<file path="src/hdl/trace_pkg.sv">
package trace_pkg;

    typedef logic [63:0] xlen_t;     // data or address word
    typedef logic [11:0] csr_addr_t;
    typedef logic  [6:0] opid_t;     // snapshot table index
    typedef logic  [7:0] dc_tag_t;   // dcache request/response tag
    typedef logic  [7:0] strb_t;     // byte strobe
    typedef logic  [3:0] mem_size_t; // bytes changed by a store
    typedef logic [63:0] counter_t;

    localparam int DEC_WIDTH  = 4;   // decode lanes
    localparam int OPID_DEPTH = 128;
    localparam int ST_SLOTS   = 8;
    localparam int ST_IDX_W   = $clog2(ST_SLOTS);

    typedef logic [ST_IDX_W-1:0] st_idx_t;

    // upper tag nibble of a tracked store
    localparam logic [3:0] STORE_TAG_MARK = 4'b1111;

    // supervisor views of machine CSRs
    localparam csr_addr_t CSR_SSTATUS = 12'h100;
    localparam csr_addr_t CSR_SIE     = 12'h104;
    localparam csr_addr_t CSR_SIP     = 12'h144;

    localparam csr_addr_t SMODE_ALIAS_OFS = 12'h200; // s-mode -> m-mode

    // user read-only counters
    localparam csr_addr_t CSR_CYCLE   = 12'hc00;
    localparam csr_addr_t CSR_TIME    = 12'hc01;
    localparam csr_addr_t CSR_INSTRET = 12'hc02;

    localparam csr_addr_t UCOUNTER_ALIAS_OFS = 12'h100; // user -> machine counter

    localparam csr_addr_t CSR_MCYCLE   = 12'hb00;
    localparam csr_addr_t CSR_MINSTRET = 12'hb02;

endpackage

</file>
<file path="src/hdl/perf_counters.sv">
`timescale 1ns/100ps

module perf_counters (
    input  logic                clk,
    input  logic                rst,
    input  trace_pkg::dc_tag_t  dc_rqst,
    input  trace_pkg::strb_t    dc_strb,
    input  logic                be_redir,     // back-end misprediction
    input  logic                redir_branch,
    input  logic                redir_jal,
    input  logic                redir_jalr,
    input  logic                fe_redir,     // front-end misprediction
    output trace_pkg::counter_t loads,
    output trace_pkg::counter_t stores,
    output trace_pkg::counter_t bmisp,
    output trace_pkg::counter_t brmisp,
    output trace_pkg::counter_t jmisp,
    output trace_pkg::counter_t jrmisp,
    output trace_pkg::counter_t fmisp
);

    localparam int NUM_CNT = 7;

    logic [NUM_CNT-1:0]  evt;
    trace_pkg::counter_t cnt [NUM_CNT];

    // events in the same order as the outputs
    assign evt[0] = |dc_rqst && ~|dc_strb;      // load
    assign evt[1] = |dc_rqst &&  |dc_strb;      // store
    assign evt[2] = be_redir;
    assign evt[3] = be_redir && redir_branch;
    assign evt[4] = be_redir && redir_jal;
    assign evt[5] = be_redir && redir_jalr;
    assign evt[6] = fe_redir && !be_redir;      // back-end redirect takes precedence

    always_ff @(posedge clk) begin
        for (int i = 0; i < NUM_CNT; i++) begin
            if (rst)
                cnt[i] <= '0;
            else if (evt[i])
                cnt[i] <= cnt[i] + 64'd1;
        end
    end

    assign loads  = cnt[0];
    assign stores = cnt[1];
    assign bmisp  = cnt[2];
    assign brmisp = cnt[3];
    assign jmisp  = cnt[4];
    assign jrmisp = cnt[5];
    assign fmisp  = cnt[6];

endmodule

</file>
<file path="config.mk">
export PLATFORM = sky130hd
export DESIGN_NAME = perf_counters
export DESIGN_NICKNAME = d
export VERILOG_FILES = /design/src/hdl/trace_pkg.sv /design/src/hdl/perf_counters.sv
export SDC_FILE = /design/constraint.sdc
export NUM_CORES = 1
export LEC_CHECK = 0
export BUFFER_PORTS_ARGS = -buffer_cell sky130_fd_sc_hd__buf_2
export CAP_MARGIN = 5
export CORE_ASPECT_RATIO = 2
export CORE_MARGIN = 5
export CORE_UTILIZATION = 61
export CTS_CLUSTER_DIAMETER = 30
export DETAILED_ROUTE_END_ITERATION = 8
export HOLD_SLACK_MARGIN = 0.03
export PLACE_DENSITY = 0.87
export REMOVE_ABC_BUFFERS = 1
export SLEW_MARGIN = 40
export SYNTH_ARGS = -nofsm -noshare
export SYNTH_HDL_FRONTEND = slang
export SYNTH_SLANG_ARGS = --single-unit
</file>
<file path="constraint.sdc">
create_clock -name clk -period 3.8 [get_ports clk]
set_input_delay 0.38 -clock clk [delete_from_list [all_inputs] [get_ports clk]]
set_output_delay 0.38 -clock clk [all_outputs]
set_load 0.1 [all_outputs]
</file>
==> results of run 1 <==
cell families after synthesis:
kind of cell,share of synthesized area
and+or+nand+nor,0.269
DFF,0.536
AOI/OAI and AO/OA,0.0818
xor gates and xnor gates,0.0869
buffers and inverters,0.0222
adders and majority gates,0.00349
muxes,0.000798
layout make-up:
cell class | instances | area, µm² | area share
multi-input combinational | 1891 | 11200 | 0.372
clock inverter | 41 | 489 | 0.0163
timing repair buffer | 504 | 2620 | 0.0874
tap | 535 | 669 | 0.0223
clock buffer | 59 | 1390 | 0.0464
sequential | 448 | 13500 | 0.449
inverter | 54 | 203 | 0.00676
metrics by stage:
stage / power (mW) / setup TNS, ps / setup slack, ps / hold WS, ps / instances
2_1_floorplan: 8.14 / -1230 / -232 / 603 / 2393
3_3_place_gp: 8.59 / 0 / 911 / 618 / 3432
3_5_place_dp: 8.63 / 0 / 735 / 625 / 3432
4_1_cts: 14.0 / 0 / 714 / 133 / 3532
5_1_grt: 14.3 / 0 / 499 / 142 / 3532
6_report: 14.0 / 0 / 671 / 153 / 3532
power groups by stage:
| stage | clock network, mW | logic, mW | registers (mW) |
|---|---|---|---|
| after floorplan | 0 | 0.338 | 7.80 |
| after global placement | 0 | 2.48 | 6.11 |
| after detailed placement | 0 | 2.49 | 6.14 |
| after CTS | 5.47 | 2.50 | 6.03 |
| after global routing | 5.67 | 2.57 | 6.09 |
| final | 5.44 | 2.50 | 6.05 |
synth_stat cells (2+ instances only):
library cell  instances  share of area
and3_1               53          0.013
a31o_2                3         0.0010
xor2_1              151          0.053
nor3_1               43         0.0086
or4_1                71          0.021
or3_1               122          0.030
nand4b_1              2        0.00070
inv_1                54         0.0081
nand3_1             175          0.035
nor4_2                8         0.0040
and2_1               21         0.0052
a21o_1                3        0.00090
mux2i_1               2        0.00080
nand4bb_1             3         0.0013
o31a_1                4         0.0014
or2_2                11         0.0027
buf_1                 4        0.00060
a21oi_1             178          0.035
xnor2_1              98          0.034
o21ai_0             112          0.022
and4_1               39          0.014
nand2b_1              8         0.0020
nand3b_1              2        0.00060
ha_1                  7         0.0035
clkbuf_1             86          0.013
nor4_1               62          0.015
nand2_1             159          0.024
o21a_1                5         0.0015
nand4_1             169          0.042
o31ai_1              60          0.018
edfxtp_1            448           0.54
o21ba_2               2        0.00080
nor2_1              311          0.047
metal layers:
metal / GRT usage / vias up / wire, µm / share of wire
met5: 0 / - / 14 / 0.00019
met4: 0.189 / 2 / 5140 / 0.068
met3: 0.0765 / 317 / 6590 / 0.087
met2: 0.561 / 1234 / 38800 / 0.51
met1: 0.337 / 11000 / 24900 / 0.33
li1: - / 10400 / - / -
path summary, 6_finish.rpt:
kind                            depth (start not counted)    endpoint          from
worst max-delay path                                    5  cnt[6][63]     cnt[6][5]
worst min-delay path                                    2   cnt[3][1]  redir_branch
worst max register to register                          5  cnt[6][63]     cnt[6][5]
worst min register to register                          1   cnt[3][0]     cnt[3][0]
placed cells by master (no fill, tap or decap), types with 5 or more instances in the layout:
| cell type | synthesis | final |
|---|---|---|
| buf_4 | 0 | 33 |
| or4_1 | 71 | 71 |
| ha_1 | 7 | 7 |
| a21oi_1 | 178 | 178 |
| xnor2_1 | 98 | 98 |
| clkinvlp_4 | 0 | 7 |
| and4_1 | 39 | 39 |
| o21ai_0 | 112 | 112 |
| inv_1 | 54 | 54 |
| o21a_1 | 5 | 5 |
| nand3_1 | 175 | 175 |
| clkbuf_16 | 0 | 55 |
| buf_2 | 1 | 470 |
| nor4_1 | 62 | 58 |
| bufinv_16 | 0 | 7 |
| nor4_2 | 8 | 12 |
| nor3_1 | 43 | 40 |
| xor2_1 | 151 | 151 |
| inv_6 | 0 | 12 |
| and2_1 | 21 | 21 |
| and3_1 | 53 | 53 |
| edfxtp_1 | 448 | 448 |
| nor2_1 | 311 | 311 |
| or2_2 | 11 | 8 |
| or3_1 | 122 | 122 |
| nand2_1 | 159 | 157 |
| nand4_1 | 169 | 169 |
| o31ai_1 | 60 | 60 |
==> summary.md, run 1 <==
| Metric | Value |
|---|---|
| Sw Share | `0.342` |
| CP arrival | `3430 ps` |
| CP Capture Type | `register` |
| Maximum buffer depth of the clock tree | `3` |
| Max-slew violations | `0` |
| Period utilization | `0.823` |
| CP Buf/Inv Count | `0` |
| Crit-path max cell delay | `660 ps` |
| Share of cells above drive strength 1 | `0.213` |
| Hold Crit Class | `primary input to register` |
| Sequential share of power | `0.432` |
| Avg WL per Cell | `21.4 µm` |
| Status | `finished, final reports clean` |
| Port bufs | `470` |
| Detail Route Antenna Nets | `0` |
| Least-Margin Pin Slew | `877 ps` |
| FF-to-FF setup slack | `670 ps` |
| NetSw | `4.78 mW` |
| Placed cell area | `28100 µm²` |
| Die Ht | `297 µm` |
| CP required | `4100 ps` |
| Hold Buf Count CTS | `0` |
| Slowest CP cell | `nor4_1` |
| Setup Buffers After CTS | `0` |
| First-pass GRT wire length | `119 mm` |
| Power share of the combinational group | `0.179` |
| FMAX | `0.320 GHz` |
| Final WL | `75.5 mm` |
| Clock Sinks | `448` |
| Final Skew | `18.6 ps` |
| Post-synthesis sequential area ratio | `0.536` |
| Cells after Synth | `2485` |
| Htree depth | `2` |
| Clock latency on the worst-skew pair | `590 ps` |
| Max FFs per register | `448` |
| Commonest register cell after synthesis | `edfxtp_1` |
| Synth-to-Final Area Change | `19.5%` |
| GP Congestion | `0.975` |
| Post-synthesis area per instance | `10.1 µm²` |
| EDFF count, synth | `448` |
| Yosys reg bits | `448` |
| Max Fanout on Critical Path | `17` |
| Vias per cell | `6.48` |
| Total number of vias | `22900` |
| Filler cells | `2850` |
| Synth Warn # | `0` |
| Clock buffer count from CTS | `53` |
| Router iterations before antenna repair | `7` |
| Critical path's top delay family | `simple AND/OR/NAND/NOR gates` |
| CTS tree | `built` |
| Area of the core | `40900 µm²` |
| Number of global-route vias before repair | `22700` |
| RSZ-0062 raised after global routing | `false` |
| PD cells | `466 nW/µm²` |
| Mapped Area | `25100 µm²` |
| Die area | `45500 µm²` |
| Period minus WS final | `3130 ps` |
| Synth cell types | `42` |
| Num rows | `105` |
| Root buf cell | `clkbuf_16` |
| DRT iter0 DRCs | `1930` |
| Fraction of registers with async set/reset | `0` |
| I/O pins | `471` |
| Post-route cell area | `30000 µm²` |
| CP Launch Type | `register` |
| Slew HR | `0.408` |
| Clk pin slew, worst setup/hold paths | `70 ps` |
| Cts repair resizes | `0` |
| DRC viols | `0` |
| Top reg by flops | `cnt` |
| Die W | `153 µm` |
| Largest net degree at the start of global routing | `65` |
| Final Hold Vio Count | `0` |
| Max Cap Viol | `0` |
| Setup Viol. Count Final | `0` |
| Number of diodes | `0` |
| Maximum VDD drop | `0.480 mV` |
| Nets | `2982` |
| Crit Path Class | `register to register` |
| GRT Residual Overflow | `0` |
| Crit path cell chain | `nand4_1, nor4_1, nand4_1, nor4_1, mux2i_1` |
| Leakage | `10.6 nW` |
| Biggest regs | `cnt x448` |
| GR Util All Layers | `0.316` |
| Clk pwr share | `0.389` |
| Antenna violations before repair | `1` |
| Core Util, Final | `0.734` |
| Initial Util | `0.614` |
| Int Pwr | `9.21 mW` |
| Post-DP HPWL | `54.5 mm` |
Note: power is estimated with default switching activity, not from simulation.
==> inputs of run 2 (changes only) <==
--- a/config.mk
+++ b/config.mk
@@ -5,15 +5,16 @@
 export SDC_FILE = /design/constraint.sdc
 export NUM_CORES = 1
 export LEC_CHECK = 0
+export ABC_AREA = 1
 export BUFFER_PORTS_ARGS = -buffer_cell sky130_fd_sc_hd__buf_2
 export CAP_MARGIN = 5
 export CORE_ASPECT_RATIO = 2
 export CORE_MARGIN = 5
-export CORE_UTILIZATION = 61
+export CORE_UTILIZATION = 58
 export CTS_CLUSTER_DIAMETER = 30
 export DETAILED_ROUTE_END_ITERATION = 8
 export HOLD_SLACK_MARGIN = 0.03
-export PLACE_DENSITY = 0.87
+export PLACE_DENSITY = 0.81
 export REMOVE_ABC_BUFFERS = 1
 export SLEW_MARGIN = 40
 export SYNTH_ARGS = -nofsm -noshare
==> constraint.sdc (replaced) <==
create_clock -name clk -period 3 [get_ports clk]
set_input_delay 0.3 -clock clk [delete_from_list [all_inputs] [get_ports clk]]
set_output_delay 0.3 -clock clk [all_outputs]
set_load 0.1 [all_outputs]
==> run 2 against run 1 <==
  * Register-to-register slack lost 130 ps
  * Combinational power rose by 35%
  * Sequential power increased by 28%
  * Highest routed layer is now met4
  * First-iteration DRC count rose by 63%
  * Synthesized area up 21%
  * Synthesized cell count up 79%
  * Largest power group is now clock
  * Cell count grew 61%
  * Die area rose by 26%
  * Critical endpoint is now cnt[0][63]
==> summary.md, run 2 <==
| Metric | Value |
|---|---|
| Number of global-route vias before repair | `31800` |
| CP dominant cell by count | `nand2_1` |
| CP arrival | `2840 ps` |
| Total number of vias | `32500` |
| Final Skew | `30.9 ps` |
| FMAX | `0.408 GHz` |
| Detail Route Antenna Nets | `0` |
| Htree depth | `3` |
| Die W | `172 µm` |
| Setup Viol. Count Final | `0` |
| Die area | `57300 µm²` |
| DRC viols | `0` |
| Max Fanout on Critical Path | `5` |
| Placed Cells | `5565` |
| EDFF count, synth | `448` |
| Mapped Area | `30300 µm²` |
| Setup Buffers After CTS | `0` |
| Power share of the combinational group | `0.170` |
| CP Launch Type | `register` |
| Vias per cell | `5.70` |
| PD cells | `549 nW/µm²` |
| XOR/XNOR share of the synthesized area | `0.0173` |
| NetSw | `7.07 mW` |
| Fraction of registers with async set/reset | `0` |
| Sequential share of power | `0.389` |
| Commonest register cell after synthesis | `edfxtp_1` |
| Clk pwr share | `0.442` |
| Crit-path max cell delay | `590 ps` |
| Initial Util | `0.586` |
| Least-Margin Pin Slew | `920 ps` |
| Most common cell after layout, fill and taps aside | `nand2_1` |
| Hold Buf Count CTS | `0` |
| Synth-to-Final Area Change | `19.4%` |
| Core Util, Final | `0.699` |
| Largest net degree at the start of global routing | `65` |
| Final Hold Vio Count | `0` |
| Clock latency on the worst-skew pair | `640 ps` |
| Avg WL per Cell | `20.6 µm` |
| Antenna violations before repair | `2` |
| Leakage | `14.2 nW` |
| Filler cells | `4526` |
| Clock Sinks | `448` |
| Max-slew violations | `0` |
| GRT Residual Overflow | `0` |
| Max Cap Viol | `0` |
| Synth area leader | `edfxtp_1` |
| Adder-Cell Fraction of Synth Area | `0.00289` |
| Post-synthesis area per instance | `6.82 µm²` |
| Slowest CP cell | `nor2_1` |
| Max FFs per register | `448` |
| Period minus WS final | `2450 ps` |
| Post-synthesis sequential area ratio | `0.443` |
| First-pass GRT wire length | `176 mm` |
| Root buf cell | `clkbuf_16` |
| Int Pwr | `12.8 mW` |
| GR Util All Layers | `0.400` |
| CP Capture Type | `register` |
| Status | `finished, final reports clean` |
| Final WL | `118 mm` |
| Crit Path Class | `register to register` |
| Cts repair resizes | `0` |
| Hold Crit Class | `primary input to register` |
| Synth Area in Compound Gates | `0.0603` |
| Clk pin slew, worst setup/hold paths | `60 ps` |
| Multi-input gate area | `15000 µm²` |
| Port bufs | `470` |
| Router iterations before antenna repair | `7` |
| CP Buf/Inv Count | `0` |
| Non-Filler Instances | `5699` |
| Synth top area share | `0.443` |
| Slew HR | `0.384` |
| Top cells by count, synth | `nand2_1 (1436), nor2_1 (1264), inv_1 (480)` |
| Period utilization | `0.818` |
| Synth cell types | `34` |
| Most frequent cells in the layout | `nand2_1 (1433), nor2_1 (1264), inv_1 (479)` |
| Top-count cell post-synth | `nand2_1` |
| Die Ht | `333 µm` |
| Area occupied by registers | `13500 µm²` |
| Num rows | `118` |
| Setup_tns | `0 ps` |
| DRT iter0 DRCs | `3151` |
| Mux contribution to synthesized area | `0` |
| Yosys reg bits | `448` |
| Synth top area cells | `edfxtp_1 (44%), nand2_1 (18%), nor2_1 (16%)` |
| CP required | `3380 ps` |
| Top reg by flops | `cnt` |
| Nets | `5008` |
| Cells after Synth | `4452` |
| Post-route cell area | `36200 µm²` |
| I/O pins | `471` |
| CTS tree | `built` |
| Simple-Gate Fraction of Synth Area | `0.410` |
| Largest family of logic cells by synthesized area | `simple AND/OR/NAND/NOR gates` |
| Placed cell area | `33700 µm²` |
| Maximum VDD drop | `0.663 mV` |
| Biggest regs | `cnt x448` |
| Synth Warn # | `0` |
| GP Congestion | `1.06` |
| RSZ-0062 raised after global routing | `false` |
| Share of cells above drive strength 1 | `0.144` |
| Maximum buffer depth of the clock tree | `3` |
| Critical path's top delay family | `simple AND/OR/NAND/NOR gates` |
| Crit path cell chain | `nand2_1, nor2_1, nand2_1, nor2_1, nand2_1, nor2_2, nand2_1, nand2_1, nor2_1` |
| Post-DP HPWL | `91.4 mm` |
| Clock buffer count from CTS | `71` |
| Sw Share | `0.355` |
| Area of the core | `51800 µm²` |
-- run 2: changes by cell type in the layout (fill, tap and decap cells not counted), sizes merged, moves of 39 or more --
cell	delta
nor4	-65
or3	-123
inv	+444
xor2	-98
and4	-39
nand4	-98
o31ai	-60
nor2	+1024
xnor2	-91
nand2	+1289
and3	-53
or4	-71
-- run 2: final cells by class --
class | count | share of cell area
multi-input combinational | 3476 | 0.413
sequential | 448 | 0.371
timing repair buffer | 494 | 0.0734
inverter | 487 | 0.0505
clock buffer | 73 | 0.0492
tap | 660 | 0.0228
clock inverter | 59 | 0.0200
antenna | 2 | 0.000138
-- run 2: worst reg2reg max path, cell delays in order (launching register included) --
cell and delay (ps):
edfxtp_1 480, nand2_1 110, nor2_1 590, nand2_1 300, nor2_1 310, nand2_1 130
nor2_2 130, nand2_1 70, nand2_1 50, nor2_1 40
-- run 2: cell families after synthesis --
family,Yosys count
AO/OA/AOI/OAI,332
XOR/XNOR,60
adder cells (fa/ha/maj),7
buffers and inverters,528
flip-flops,448
AND/OR/NAND/NOR,3077
-- run 2: stage by stage --
| step | total power [mW] | setup slack (ps) | hold slack, ps |
|---|---|---|---|
| 6_report | 19.9 | 546 | 66.0 |
| 5_1_grt | 20.3 | 447 | 59.1 |
| 4_1_cts | 19.8 | 726 | 53.3 |
| 3_5_place_dp | 11.2 | 694 | 624 |
| 3_3_place_gp | 11.1 | 363 | 596 |
| 2_1_floorplan | 10.4 | -2480 | 680 |
-- run 2: metal layers --
layer / share of wire / track usage / up-vias
li1: - / - / 15200
met1: 0.30 / 0.378 / 14800
met2: 0.50 / 0.706 / 1885
met3: 0.097 / 0.111 / 571
met4: 0.10 / 0.320 / 0
met5: 0 / 0 / -
-- run 2: final timing paths --
path / from / endpoint / slack, ps / depth (start not counted)
max: cnt[0][51] / cnt[0][63] / 550 / 9
min: be_redir / cnt[6][59] / 70 / 2
max reg2reg: cnt[0][51] / cnt[0][63] / 550 / 9
min reg2reg: cnt[6][0] / cnt[6][0] / 630 / 1
-- run 2: power groups by stage --
stage | registers (mW) | logic (mW) | clock network (mW)
after global placement | 7.83 | 3.32 | 0
after global routing | 7.75 | 3.50 | 9.07
after detailed placement | 7.83 | 3.36 | 0
after CTS | 7.71 | 3.37 | 8.77
after floorplan | 9.88 | 0.563 | 0
final | 7.73 | 3.38 | 8.79
