[config.mk]
export PLATFORM = sky130hd
export DESIGN_NAME = store_trace
export DESIGN_NICKNAME = d
export VERILOG_FILES = /design/src/hdl/trace_pkg.sv /design/src/hdl/store_trace.sv
export SDC_FILE = /design/constraint.sdc
export NUM_CORES = 1
export LEC_CHECK = 0
export ABC_AREA = 0
export BUFFER_PORTS_ARGS = -buffer_cell sky130_fd_sc_hd__clkbuf_2
export CAP_MARGIN = 20
export CORE_UTILIZATION = 48
export DETAILED_ROUTE_END_ITERATION = 16
export PLACE_DENSITY = 0.66
export SETUP_SLACK_MARGIN = 0.15
export SLEW_MARGIN = 0
export SYNTH_ARGS = -nofsm -noshare
export SYNTH_HDL_FRONTEND = slang
export SYNTH_SLANG_ARGS = --single-unit
[constraint.sdc]
create_clock -name clk -period 12.64 [get_ports clk]
set_input_delay 1.264 -clock clk [delete_from_list [all_inputs] [get_ports clk]]
set_output_delay 1.264 -clock clk [all_outputs]
set_load 0.05 [all_outputs]
[src/hdl/trace_pkg.sv]
package trace_pkg;

    typedef logic [63:0] xlen_t;     // data or address word
    typedef logic [11:0] csr_addr_t;
    typedef logic  [6:0] opid_t;     // snapshot table index
    typedef logic  [7:0] dc_tag_t;   // dcache request/response tag
    typedef logic  [7:0] strb_t;     // byte strobe
    typedef logic  [3:0] mem_size_t; // bytes changed by a store
    typedef logic [63:0] counter_t;

    localparam int DEC_WIDTH  = 4;   // decode lanes
    localparam int OPID_DEPTH = 128;
    localparam int ST_SLOTS   = 8;
    localparam int ST_IDX_W   = $clog2(ST_SLOTS);

    typedef logic [ST_IDX_W-1:0] st_idx_t;

    // upper tag nibble of a tracked store
    localparam logic [3:0] STORE_TAG_MARK = 4'b1111;

    // supervisor views of machine CSRs
    localparam csr_addr_t CSR_SSTATUS = 12'h100;
    localparam csr_addr_t CSR_SIE     = 12'h104;
    localparam csr_addr_t CSR_SIP     = 12'h144;

    localparam csr_addr_t SMODE_ALIAS_OFS = 12'h200; // s-mode -> m-mode

    // user read-only counters
    localparam csr_addr_t CSR_CYCLE   = 12'hc00;
    localparam csr_addr_t CSR_TIME    = 12'hc01;
    localparam csr_addr_t CSR_INSTRET = 12'hc02;

    localparam csr_addr_t UCOUNTER_ALIAS_OFS = 12'h100; // user -> machine counter

    localparam csr_addr_t CSR_MCYCLE   = 12'hb00;
    localparam csr_addr_t CSR_MINSTRET = 12'hb02;

endpackage

[src/hdl/store_trace.sv]
`timescale 1ns/100ps

module store_trace (
    input  logic                 clk,
    input  trace_pkg::dc_tag_t   dc_rqst,
    input  trace_pkg::dc_tag_t   dc_resp,
    input  trace_pkg::xlen_t     dc_addr,
    input  trace_pkg::xlen_t     dc_wdat,
    input  trace_pkg::strb_t     dc_strb,
    input  logic                 dc_miss,
    output trace_pkg::mem_size_t del_memw,
    output trace_pkg::xlen_t     del_mema,
    output trace_pkg::xlen_t     del_memv
);

    // per-slot store record
    trace_pkg::xlen_t     st_addr [trace_pkg::ST_SLOTS];
    trace_pkg::xlen_t     st_data [trace_pkg::ST_SLOTS];
    trace_pkg::mem_size_t st_size [trace_pkg::ST_SLOTS];

    trace_pkg::st_idx_t   rqst_slot;
    trace_pkg::st_idx_t   resp_slot;
    logic                 rqst_store;
    logic                 resp_store;
    logic [2:0]           lo_byte;   // lowest strobed byte
    trace_pkg::mem_size_t strb_cnt;

    assign rqst_slot  = dc_rqst[trace_pkg::ST_IDX_W-1:0];
    assign resp_slot  = dc_resp[trace_pkg::ST_IDX_W-1:0];
    assign rqst_store = dc_rqst[7:4] == trace_pkg::STORE_TAG_MARK;
    assign resp_store = dc_resp[7:4] == trace_pkg::STORE_TAG_MARK;

    always_comb begin
        lo_byte = '0;
        for (int i = 7; i >= 0; i--) begin // last hit is the lowest
            if (dc_strb[i])
                lo_byte = 3'(i);
        end
    end

    always_comb begin
        strb_cnt = '0;
        for (int i = 0; i < 8; i++) begin
            if (dc_strb[i])
                strb_cnt = strb_cnt + 4'd1;
        end
    end

    // data stored right-aligned to the first written byte
    always_ff @(posedge clk) begin
        if (rqst_store) begin
            st_addr[rqst_slot] <= dc_addr;
            st_data[rqst_slot] <= dc_wdat >> {lo_byte, 3'b000};
            st_size[rqst_slot] <= strb_cnt;
        end
    end

    // memory change only on a store hit
    assign del_memw = (resp_store && !dc_miss) ? st_size[resp_slot] : '0;
    assign del_mema = st_addr[resp_slot];
    assign del_memv = st_data[resp_slot];

endmodule

==> results.toml, run 1 <==
[status]
status = "completed"

[global_route]
grt_max_degree = 112
grt_pass1_wl_um = 136000
grt.total_usage_pct = 20.7
grt_pass1_vias = 21000
grt-ovfl-total = 0
antenna_found_initial = 0

[timing]
fin_ws_ns = 7.32
slew_violations = 0
max_slew_margin_pct = 25.8
post-route-period-util_pct = 42.1
hold_violations = 0
worst_pin_slew_ns = 1.11
fmax_mhz = 188
setup_viol = 0
period_needed_ns = 5.32
rsz0062_at_grt = "no"
setup_tns_ns = 0

[routing]
drc_errors = 0
wire_per_inst_um = 26.7
viasPerCell = 5.79
drtPass1Iterations = 5
drt_iter0_markers = 1621
wirelength_um = 91500
postRouteAntennaNets = 0
vias = 19900

[final_layout]
multi_input_area_mm2 = 0.00989
seqCellArea_mm2 = 0.0317
design_area_mm2 = 0.0484
fillers = 6502
layout-drive-gt1-share_pct = 40.1
syn_to_final_growth_pct = 15.1
nNetsFinal = 2353

[clocking]
cts_max_path_buffers = 3
post_cts.repair.setup_buffers = 0
path_clk_slew_ns = 0.06
cts-root-buf = "clkbuf_16"
cts_max_level = 3
cts_tree = "built"
cts_resized = 0
hold_buffers = 0
cts.sinks = 1056
cts_buffers = 105

[floorplanning]
core_area_mm2 = 0.0868
rows = 108
start_util_pct = 48.4
die_y_um = 298
io_pins = 286
fp.dieW_um = 298
die_area_mm2 = 0.0887

[logic_synthesis]
yosys.cell_types.count = 63
synthTopCellsByArea = "edfxtp_1 (75%), mux4_2 (15%), mux2_2 (3.7%)"
syn-num-nets = 2020
synth.top_cell.area_share_pct = 75.5
synthCells = 1858
yosysWarnings = 0
synth-edff-count = 1056
synth_seq_cells = 1056
synthTopCellsByCount = "edfxtp_1 (1,056), mux4_2 (282), mux2_2 (137)"
synthFlopType = "edfxtp_1"
yosysSeqAreaShare_pct = 75.5
synthesis.area_mm2 = 0.0420
synth.avg_cell_area_um2 = 22.6
async_flop_share_pct = 0
synth_top_area_cell = "edfxtp_1"
synth_most_common_cell = "edfxtp_1"

[job]
cap_violations = 0

[power]
p_seq_share_pct = 51.3
power.leakage_nw = 15.6
comb_power_share_pct = 8.1
swShare_pct = 22.3
clkPwrFrac_pct = 40.6
p_sw_mw = 1.71
ir_drop_mv = 0.108
p_int_mw = 5.96
p_per_area_mw_per_mm2 = 158

[placed_design]
pre_cts_ws_ns = 6.90
io_buffers = 283
hpwlAfterDp_um = 52100
placed_area_mm2 = 0.0448
place.gp.congestion = 0.900

[worst_hold_path]
hp-class = "input port to register"
holdPathStages = 1

[worst_setup_path]
startpoint_type = "input port"
critPathCaptureType = "output port"
worst_ep_arrival_time_ns = 4.05
crit_type = "input port to output port"
worstPathRequired_ns = 11.38
crit_path_max_fanout = 63
flip-flops by register name, summed over array words and instances, names as in the netlist:
| signal | flops |
|---|---|
| st_addr | 512 |
| st_data | 512 |
| st_size | 32 |
metrics by stage:
stage | util (%) | hold slack [ns] | power, mW | std cells
2_1_floorplan | - | 1.36 | 4.44 | 1858
3_3_place_gp | 51.6 | 1.53 | 4.61 | 3231
3_5_place_dp | 51.6 | 1.54 | 4.63 | 3232
4_1_cts | 55.7 | 0.814 | 7.74 | 3424
5_1_grt | 55.8 | 0.846 | 7.91 | 3431
6_report | 55.8 | 0.855 | 7.67 | 3433
final cells by class:
type / count / share of cell area, %
multi-input cells: 699 / 20.4
flip-flops and latches: 1056 / 65.5
repair buffers: 325 / 3.75
clock inverters: 62 / 1.62
diodes: 2 / 0.0103
clock buffers: 130 / 5.62
inverters: 4 / 0.0310
well taps: 1155 / 2.99
kinds of logic (layout without fill, tap and decap cells):
kind of cell / Yosys count / count (layout) / share of synthesized area, %
AO/OA/AOI/OAI: 75 / 75 / 1.38
XOR/XNOR: 19 / 19 / 0.459
adder cells (fa/ha/maj): 8 / 8 / 0.238
buffers and inverters: 103 / 521 / 1.15
flip-flops: 1056 / 1056 / 75.5
multiplexers: 452 / 452 / 19.6
other: 0 / 2 / 0
AND/OR/NAND/NOR: 145 / 145 / 1.70
routing by layer:
| metal | GRT usage (%) | share of wire (%) |
|---|---|---|
| met1 | 27.8 | 40 |
| met2 | 35.2 | 51 |
| met3 | 4.05 | 6.4 |
| met4 | 5.09 | 1.7 |
| met5 | 0 | 0 |
power groups by stage:
stage          Clock [mW]  Sequential [mW]  Combinational (mW)
4_1_cts              3.18             3.93               0.629
5_1_grt              3.32             3.93               0.666
3_5_place_dp            0             4.00               0.627
6_report             3.11             3.93               0.623
3_3_place_gp            0             4.00               0.611
2_1_floorplan           0             4.00               0.431
layout by cell type (no fill, tap or decap), types with 3 or more instances in the layout:
cell type,synthesis,final
nand3_1,4,4
mux2i_1,31,31
nor2_1,40,34
o22ai_1,6,6
and3_1,17,17
clkbuf_2,0,280
clkinv_2,0,16
nor2_4,0,6
inv_1,4,4
nand2_1,44,44
nand2b_1,4,4
clkinv_16,0,5
edfxtp_1,1056,1056
mux2_2,137,137
o21ai_0,12,12
a222oi_1,8,8
xor2_1,4,4
buf_12,0,3
a22oi_1,6,6
a21oi_1,5,5
clkbuf_1,48,25
mux4_2,282,282
nand3b_1,3,3
clkbuf_16,0,105
clkbuf_4,0,6
a31oi_1,3,3
a211o_1,6,6
ha_1,8,8
buf_4,4,32
clkinv_1,0,22
nor3_2,1,3
a22o_1,8,8
and2_1,14,14
bufinv_16,0,14
xnor2_1,13,13
final timing paths:
check,from,end,slack (ns)
setup / recovery,dc_resp[0],del_memv[38],7.32
hold / removal,dc_addr[21],st_addr[4][21],0.86
critical path, cell delays in order:
cell and delay [ns]:
buf_8 0.52, buf_4 0.87, mux4_2 0.61, mux2_2 0.28
clkbuf_2 0.28
(Power assumes the default switching activity.)
==> run 2: changes to the inputs <==
- ABC_AREA: 0 -> 1
- PLACE_DENSITY: 0.66 -> 0.68
- clock period: 12.64 -> 4.8 ns (I/O delays scaled with it)
==> run 2 against run 1 <==
Effect of this change: final area up 1.3%; synthesized cell count rose by 89%; combinational power rose to 3.0 times the previous value; die area rose by 2.0%; critical endpoint is now del_memv[37]; synthesized area is 2.0% higher; highest routed layer unchanged.
==> results.toml, run 2 <==
[final_layout]
layout_commonest_cell = "edfxtp_1"
syn_to_final_growth_pct = 14.3
design_area_mm2 = 0.0490
layout-drive-gt1-share_pct = 13.6
layout.cells.non_filler = 4956
fillers = 7071
seqCellArea_mm2 = 0.0317
reg_top3 = "st_addr (512), st_data (512), st_size (32)"
nNetsFinal = 3871
mostFrequentLayoutCells = "edfxtp_1 (1,056), nor2_1 (982), o21ai_0 (558)"
multi_input_area_mm2 = 0.0100

[floorplanning]
start_util_pct = 48.5
io_pins = 286
die_y_um = 301
rows = 109
die_area_mm2 = 0.0905
fp.dieW_um = 301
core_area_mm2 = 0.0884

[global_route]
antenna_found_initial = 1
grt.total_usage_pct = 22.6
grt-ovfl-total = 0
grt_pass1_vias = 26300
grt_pass1_wl_um = 156000
grt_max_degree = 152

[clocking]
cts_buffers = 102
cts_resized = 0
cts_tree = "built"
path_clk_slew_ns = 0.06
post_cts.repair.setup_buffers = 0
cts_max_level = 3
cts.sinks = 1056
hold_buffers = 0
cts_max_path_buffers = 3
cts-root-buf = "clkbuf_16"

[power]
power.leakage_nw = 16.5
p_int_mw = 15.6
p_per_area_mw_per_mm2 = 413
p_seq_share_pct = 51.0
p_sw_mw = 4.71
total_power_mw = 20.3
swShare_pct = 23.2
comb_power_share_pct = 9.1
clkPwrFrac_pct = 39.9
ir_drop_mv = 0.308

[worst_hold_path]
hp-class = "input port to register"

[placed_design]
post-place-cells = 4770
placed_area_mm2 = 0.0456
place.gp.congestion = 0.859
io_buffers = 283
hpwlAfterDp_um = 56200

[routing]
wirelength_um = 104000
vias = 27900
drc_errors = 0
drt_iter0_markers = 2572
drtPass1Iterations = 5
postRouteAntennaNets = 0
viasPerCell = 5.62
wire_per_inst_um = 20.9

[worst_setup_path]
worst_ep_arrival_time_ns = 3.19
worstPathRequired_ns = 4.32
critPathCaptureType = "output port"
crit_path_max_fanout = 115
startpoint_type = "input port"
crit_type = "input port to output port"

[logic_synthesis]
synthFlopType = "edfxtp_1"
synth.top_cell.area_share_pct = 74.0
synthTopCellsByCount = "edfxtp_1 (1,056), nor2_1 (986), o21ai_0 (558)"
async_flop_share_pct = 0
synthCells = 3508
synth_most_common_cell = "edfxtp_1"
syn-num-nets = 3670
synthesis.area_mm2 = 0.0429
yosysSeqAreaShare_pct = 74.0
yosys.cell_types.count = 34
synthTopCellsByArea = "edfxtp_1 (74%), nor2_1 (8.6%), o21ai_0 (6.5%)"
synth.avg_cell_area_um2 = 12.2
synth_top_area_cell = "edfxtp_1"
synth_seq_cells = 1056
yosysWarnings = 0
synth-edff-count = 1056

[timing]
worst_pin_slew_ns = 1.02
setup_tns_ns = 0
period_needed_ns = 3.67
hold_violations = 0
post-route-period-util_pct = 76.4
setup_viol = 0
slew_violations = 0
max_slew_margin_pct = 32.2
fmax_mhz = 273
rsz0062_at_grt = "no"

[job]
cap_violations = 0

[status]
status = "completed"
[run 2: final cells by class]
cell class,instances,share of cell area [%]
clock inverter,65,1.49
timing repair buffer,339,4.50
clock buffer,119,5.42
inverter,51,0.437
sequential,1056,64.7
multi-input combinational,2159,20.5
tap,1165,2.97
antenna,2,0.0102
[run 2: kinds of logic after synthesis]
logic type / after synthesis / synth area share (%)
adders and majority gates: 8 / 0.233
DFF: 1056 / 74.0
buffers and inverters: 293 / 2.85
AOI/OAI and AO/OA: 909 / 11.6
xor gates and xnor gates: 2 / 0.0409
and+or+nand+nor: 1236 / 11.2
muxes: 4 / 0.0934
[run 2: path summary, 6_finish.rpt]
kind | from | endpoint | slack (ns) | depth (start not counted)
max | dc_resp[0] | del_memv[37] | 1.13 | 7
min | dc_addr[45] | st_addr[6][45] | 0.11 | 1
[run 2: per-stage QoR]
step                utilization, %  hold WS (ns)  setup slack (ns)
floorplan                        -         0.579             -1.64
global route                  55.5        0.0805             0.968
global placement              51.6         0.751             0.923
finish                        55.5         0.107              1.13
CTS                           55.5        0.0569              1.15
detailed placement            51.6         0.751             0.880
[run 2: power groups by stage]
stage,Combinational [mW],Clock [mW],Sequential [mW]
after CTS,1.84,8.22,10.3
after global routing,2.00,8.56,10.3
after global placement,1.82,0,10.5
after detailed placement,1.84,0,10.5
after floorplan,1.21,0,10.5
final,1.84,8.09,10.3
[run 2: layer usage]
metal	part of all wire, %	wire length (um)	track usage [%]
met2	48	50200	37.7
met3	7.1	7330	3.39
met4	2.2	2310	6.77
met5	0	0	0
met1	42	43700	30.8
[run 2: worst max-delay path, stage by stage]
cell	delay (ns)
buf_8	0.51
buf_4	0.66
o21ai_0	0.20
o22ai_1	0.23
nor2_1	0.06
a31oi_1	0.47
clkbuf_2	0.41
==> run 3: changes to the inputs <==
- ABC_AREA: 1 -> 0
- clock period: 4.8 -> 3.22 ns (I/O delays scaled with it)
==> run 3 against run 2 <==
Effect of this change: final area grew 1.9%; global-route usage fell by 1.4 points; the run now ends with setup timing left; sequential power increased by 50%; critical endpoint is now st_size[6][2]; final cell count down 28%; combinational power increased by 52%; largest power group unchanged; die area decreased by 2.0%; routed wire length fell by 10%; first-iteration DRC count fell by 34%; non-clock buffer count up 124.
==> results.toml, run 3 (synthesized netlist as in run 1, its figures left out) <==
[worst_setup_path]
path_common_cell = "xnor2_2"
crit_type = "input port to register"
critPathCaptureType = "register"
critical_path.max_stage_delay_ns = 0.39
path_buf_inv = 2
crit_path_max_fanout = 8
startpoint_type = "input port"
path_cells = "buf_8 -> buf_6 -> ha_4 -> mux2i_4 -> xnor2_2 -> nor2_2 -> a31oi_2 -> ha_1 -> xnor2_1 -> a21o_1 -> or3b_4 -> a31oi_4 -> ha_4 -> mux2_4 -> ha_4 -> nand2_4 -> xnor2_2 -> xnor2_2 -> xnor2_2"
cp_top_family = "adder cells"
worstPathRequired_ns = 3.65
worst_ep_arrival_time_ns = 3.71
critPathSlowestCell = "or3b_4"

[placed_design]
io_buffers = 283
place.gp.congestion = 0.955
hpwlAfterDp_um = 54500
placed_area_mm2 = 0.0458
post-place-cells = 3309

[final_layout]
layout_commonest_cell = "edfxtp_1"
syn_to_final_growth_pct = 18.8
layout.cells.non_filler = 3573
design_area_mm2 = 0.0499
nNetsFinal = 2490
mostFrequentLayoutCells = "edfxtp_1 (1,056), mux4_2 (282), clkbuf_2 (278)"
layout-drive-gt1-share_pct = 41.6
reg_top3 = "st_addr (512), st_data (512), st_size (32)"

[floorplanning]
die_area_mm2 = 0.0887
rows = 108
start_util_pct = 48.4
die_y_um = 298
core_area_mm2 = 0.0868
io_pins = 286
fp.dieW_um = 298

[power]
swShare_pct = 22.3
ir_drop_mv = 0.415
p_int_mw = 23.1
p_sw_mw = 6.64
clkPwrFrac_pct = 38.8
power.leakage_nw = 16.3
comb_power_share_pct = 9.4
p_seq_share_pct = 51.8
p_per_area_mw_per_mm2 = 596

[routing]
wire_per_inst_um = 26.0
drc_errors = 0
wirelength_um = 92900
postRouteAntennaNets = 0
drtPass1Iterations = 5
vias = 20700
drt_iter0_markers = 1689
viasPerCell = 5.80

[clocking]
cts_tree = "built"
cts-root-buf = "clkbuf_16"
cts.sinks = 1056
cts_buffers = 104
path_clk_slew_ns = 0.06
cts_max_level = 3
cts_max_path_buffers = 3

[global_route]
grt.total_usage_pct = 21.2
grt_pass1_vias = 22000
grt_max_degree = 89
antenna_found_initial = 1
grt-ovfl-total = 0
grt_pass1_wl_um = 140000

[timing]
worst_pin_slew_ns = 1.07
hold_violations = 0
fmax_mhz = 305
post-route-period-util_pct = 102
hold_slack_ns = 0.163
slew_violations = 0
max_slew_margin_pct = 28.0
period_needed_ns = 3.28
setup_viol = 8
fin_ws_ns = -0.0617
rsz0062_at_grt = "yes"

[status]
failed_checks = "setup timing"
status = "complete, but fails checks"

[worst_hold_path]
hp-class = "input port to register"

[job]
cap_violations = 0
-- run 3: cell types whose count changed in the layout (fill, tap and decap cells not counted), moves of 29 or more --
cell,previous run,this run
inv_1,42,2
mux2_2,0,137
o21ai_1,29,0
dlygate4sd3_1,0,64
buf_4,28,78
nor2_1,982,33
o22ai_1,143,6
nand2_1,146,42
a31oi_1,138,1
mux4_2,0,282
o21ai_0,558,12
nand3_1,81,4
-- run 3: path summary, 6_finish.rpt --
check,end,start,depth (start not counted)
worst max-delay path,st_size[6][2],dc_strb[1],19
worst min-delay path,st_data[1][26],dc_rqst[2],2
-- run 3: routing by layer --
metal / share of wire (%) / vias up / routed length [um] / track usage (%)
met4: 2.1 / 2 / 1910 / 5.54
met1: 42 / 11000 / 38600 / 29.6
li1: - / 8861 / - / -
met3: 6.6 / 140 / 6140 / 3.64
met2: 50 / 744 / 46200 / 35.0
met5: 0.015 / - / 14 / 0
-- run 3: what timing repair did --
item,in CTS,in global routing
hold endpoints to repair,512,0
setup endpoints to repair,24,24
hold buffers,64,0
setup buffers,3,1
pin swaps,13,11
resized for setup,20,16
-- run 3: power groups by stage --
stage	logic, mW	registers (mW)	clock network (mW)
5_1_grt	2.97	15.4	12.3
2_1_floorplan	1.70	15.7	0
4_1_cts	2.76	15.4	11.8
3_3_place_gp	2.57	15.7	0
3_5_place_dp	2.63	15.7	0
6_report	2.79	15.4	11.5
-- run 3: area by class of cell --
| cell class | instances | area (um2) |
|---|---|---|
| Sequential cell | 1056 | 31700 |
| Multi-Input combinational cell | 699 | 10100 |
| Clock buffer | 135 | 2780 |
| Timing Repair Buffer | 463 | 3420 |
| Fill cell | 6306 | 36800 |
| Antenna cell | 3 | 7.51 |
| Tap cell | 1155 | 1450 |
| Clock inverter | 58 | 478 |
| Inverter | 4 | 15.0 |
-- run 3: through the flow --
stage	setup TNS, ns	worst slack (ns)	power, mW	util [%]
after detailed placement	-21.49	-1.05	18.3	52.8
after floorplan	-366.69	-1.24	17.4	-
after CTS	-0.289	-0.0368	30.0	57.4
after global placement	-18.53	-0.948	18.3	52.8
after global routing	-2.16	-0.236	30.7	57.5
final	-0.464	-0.0617	29.8	57.5
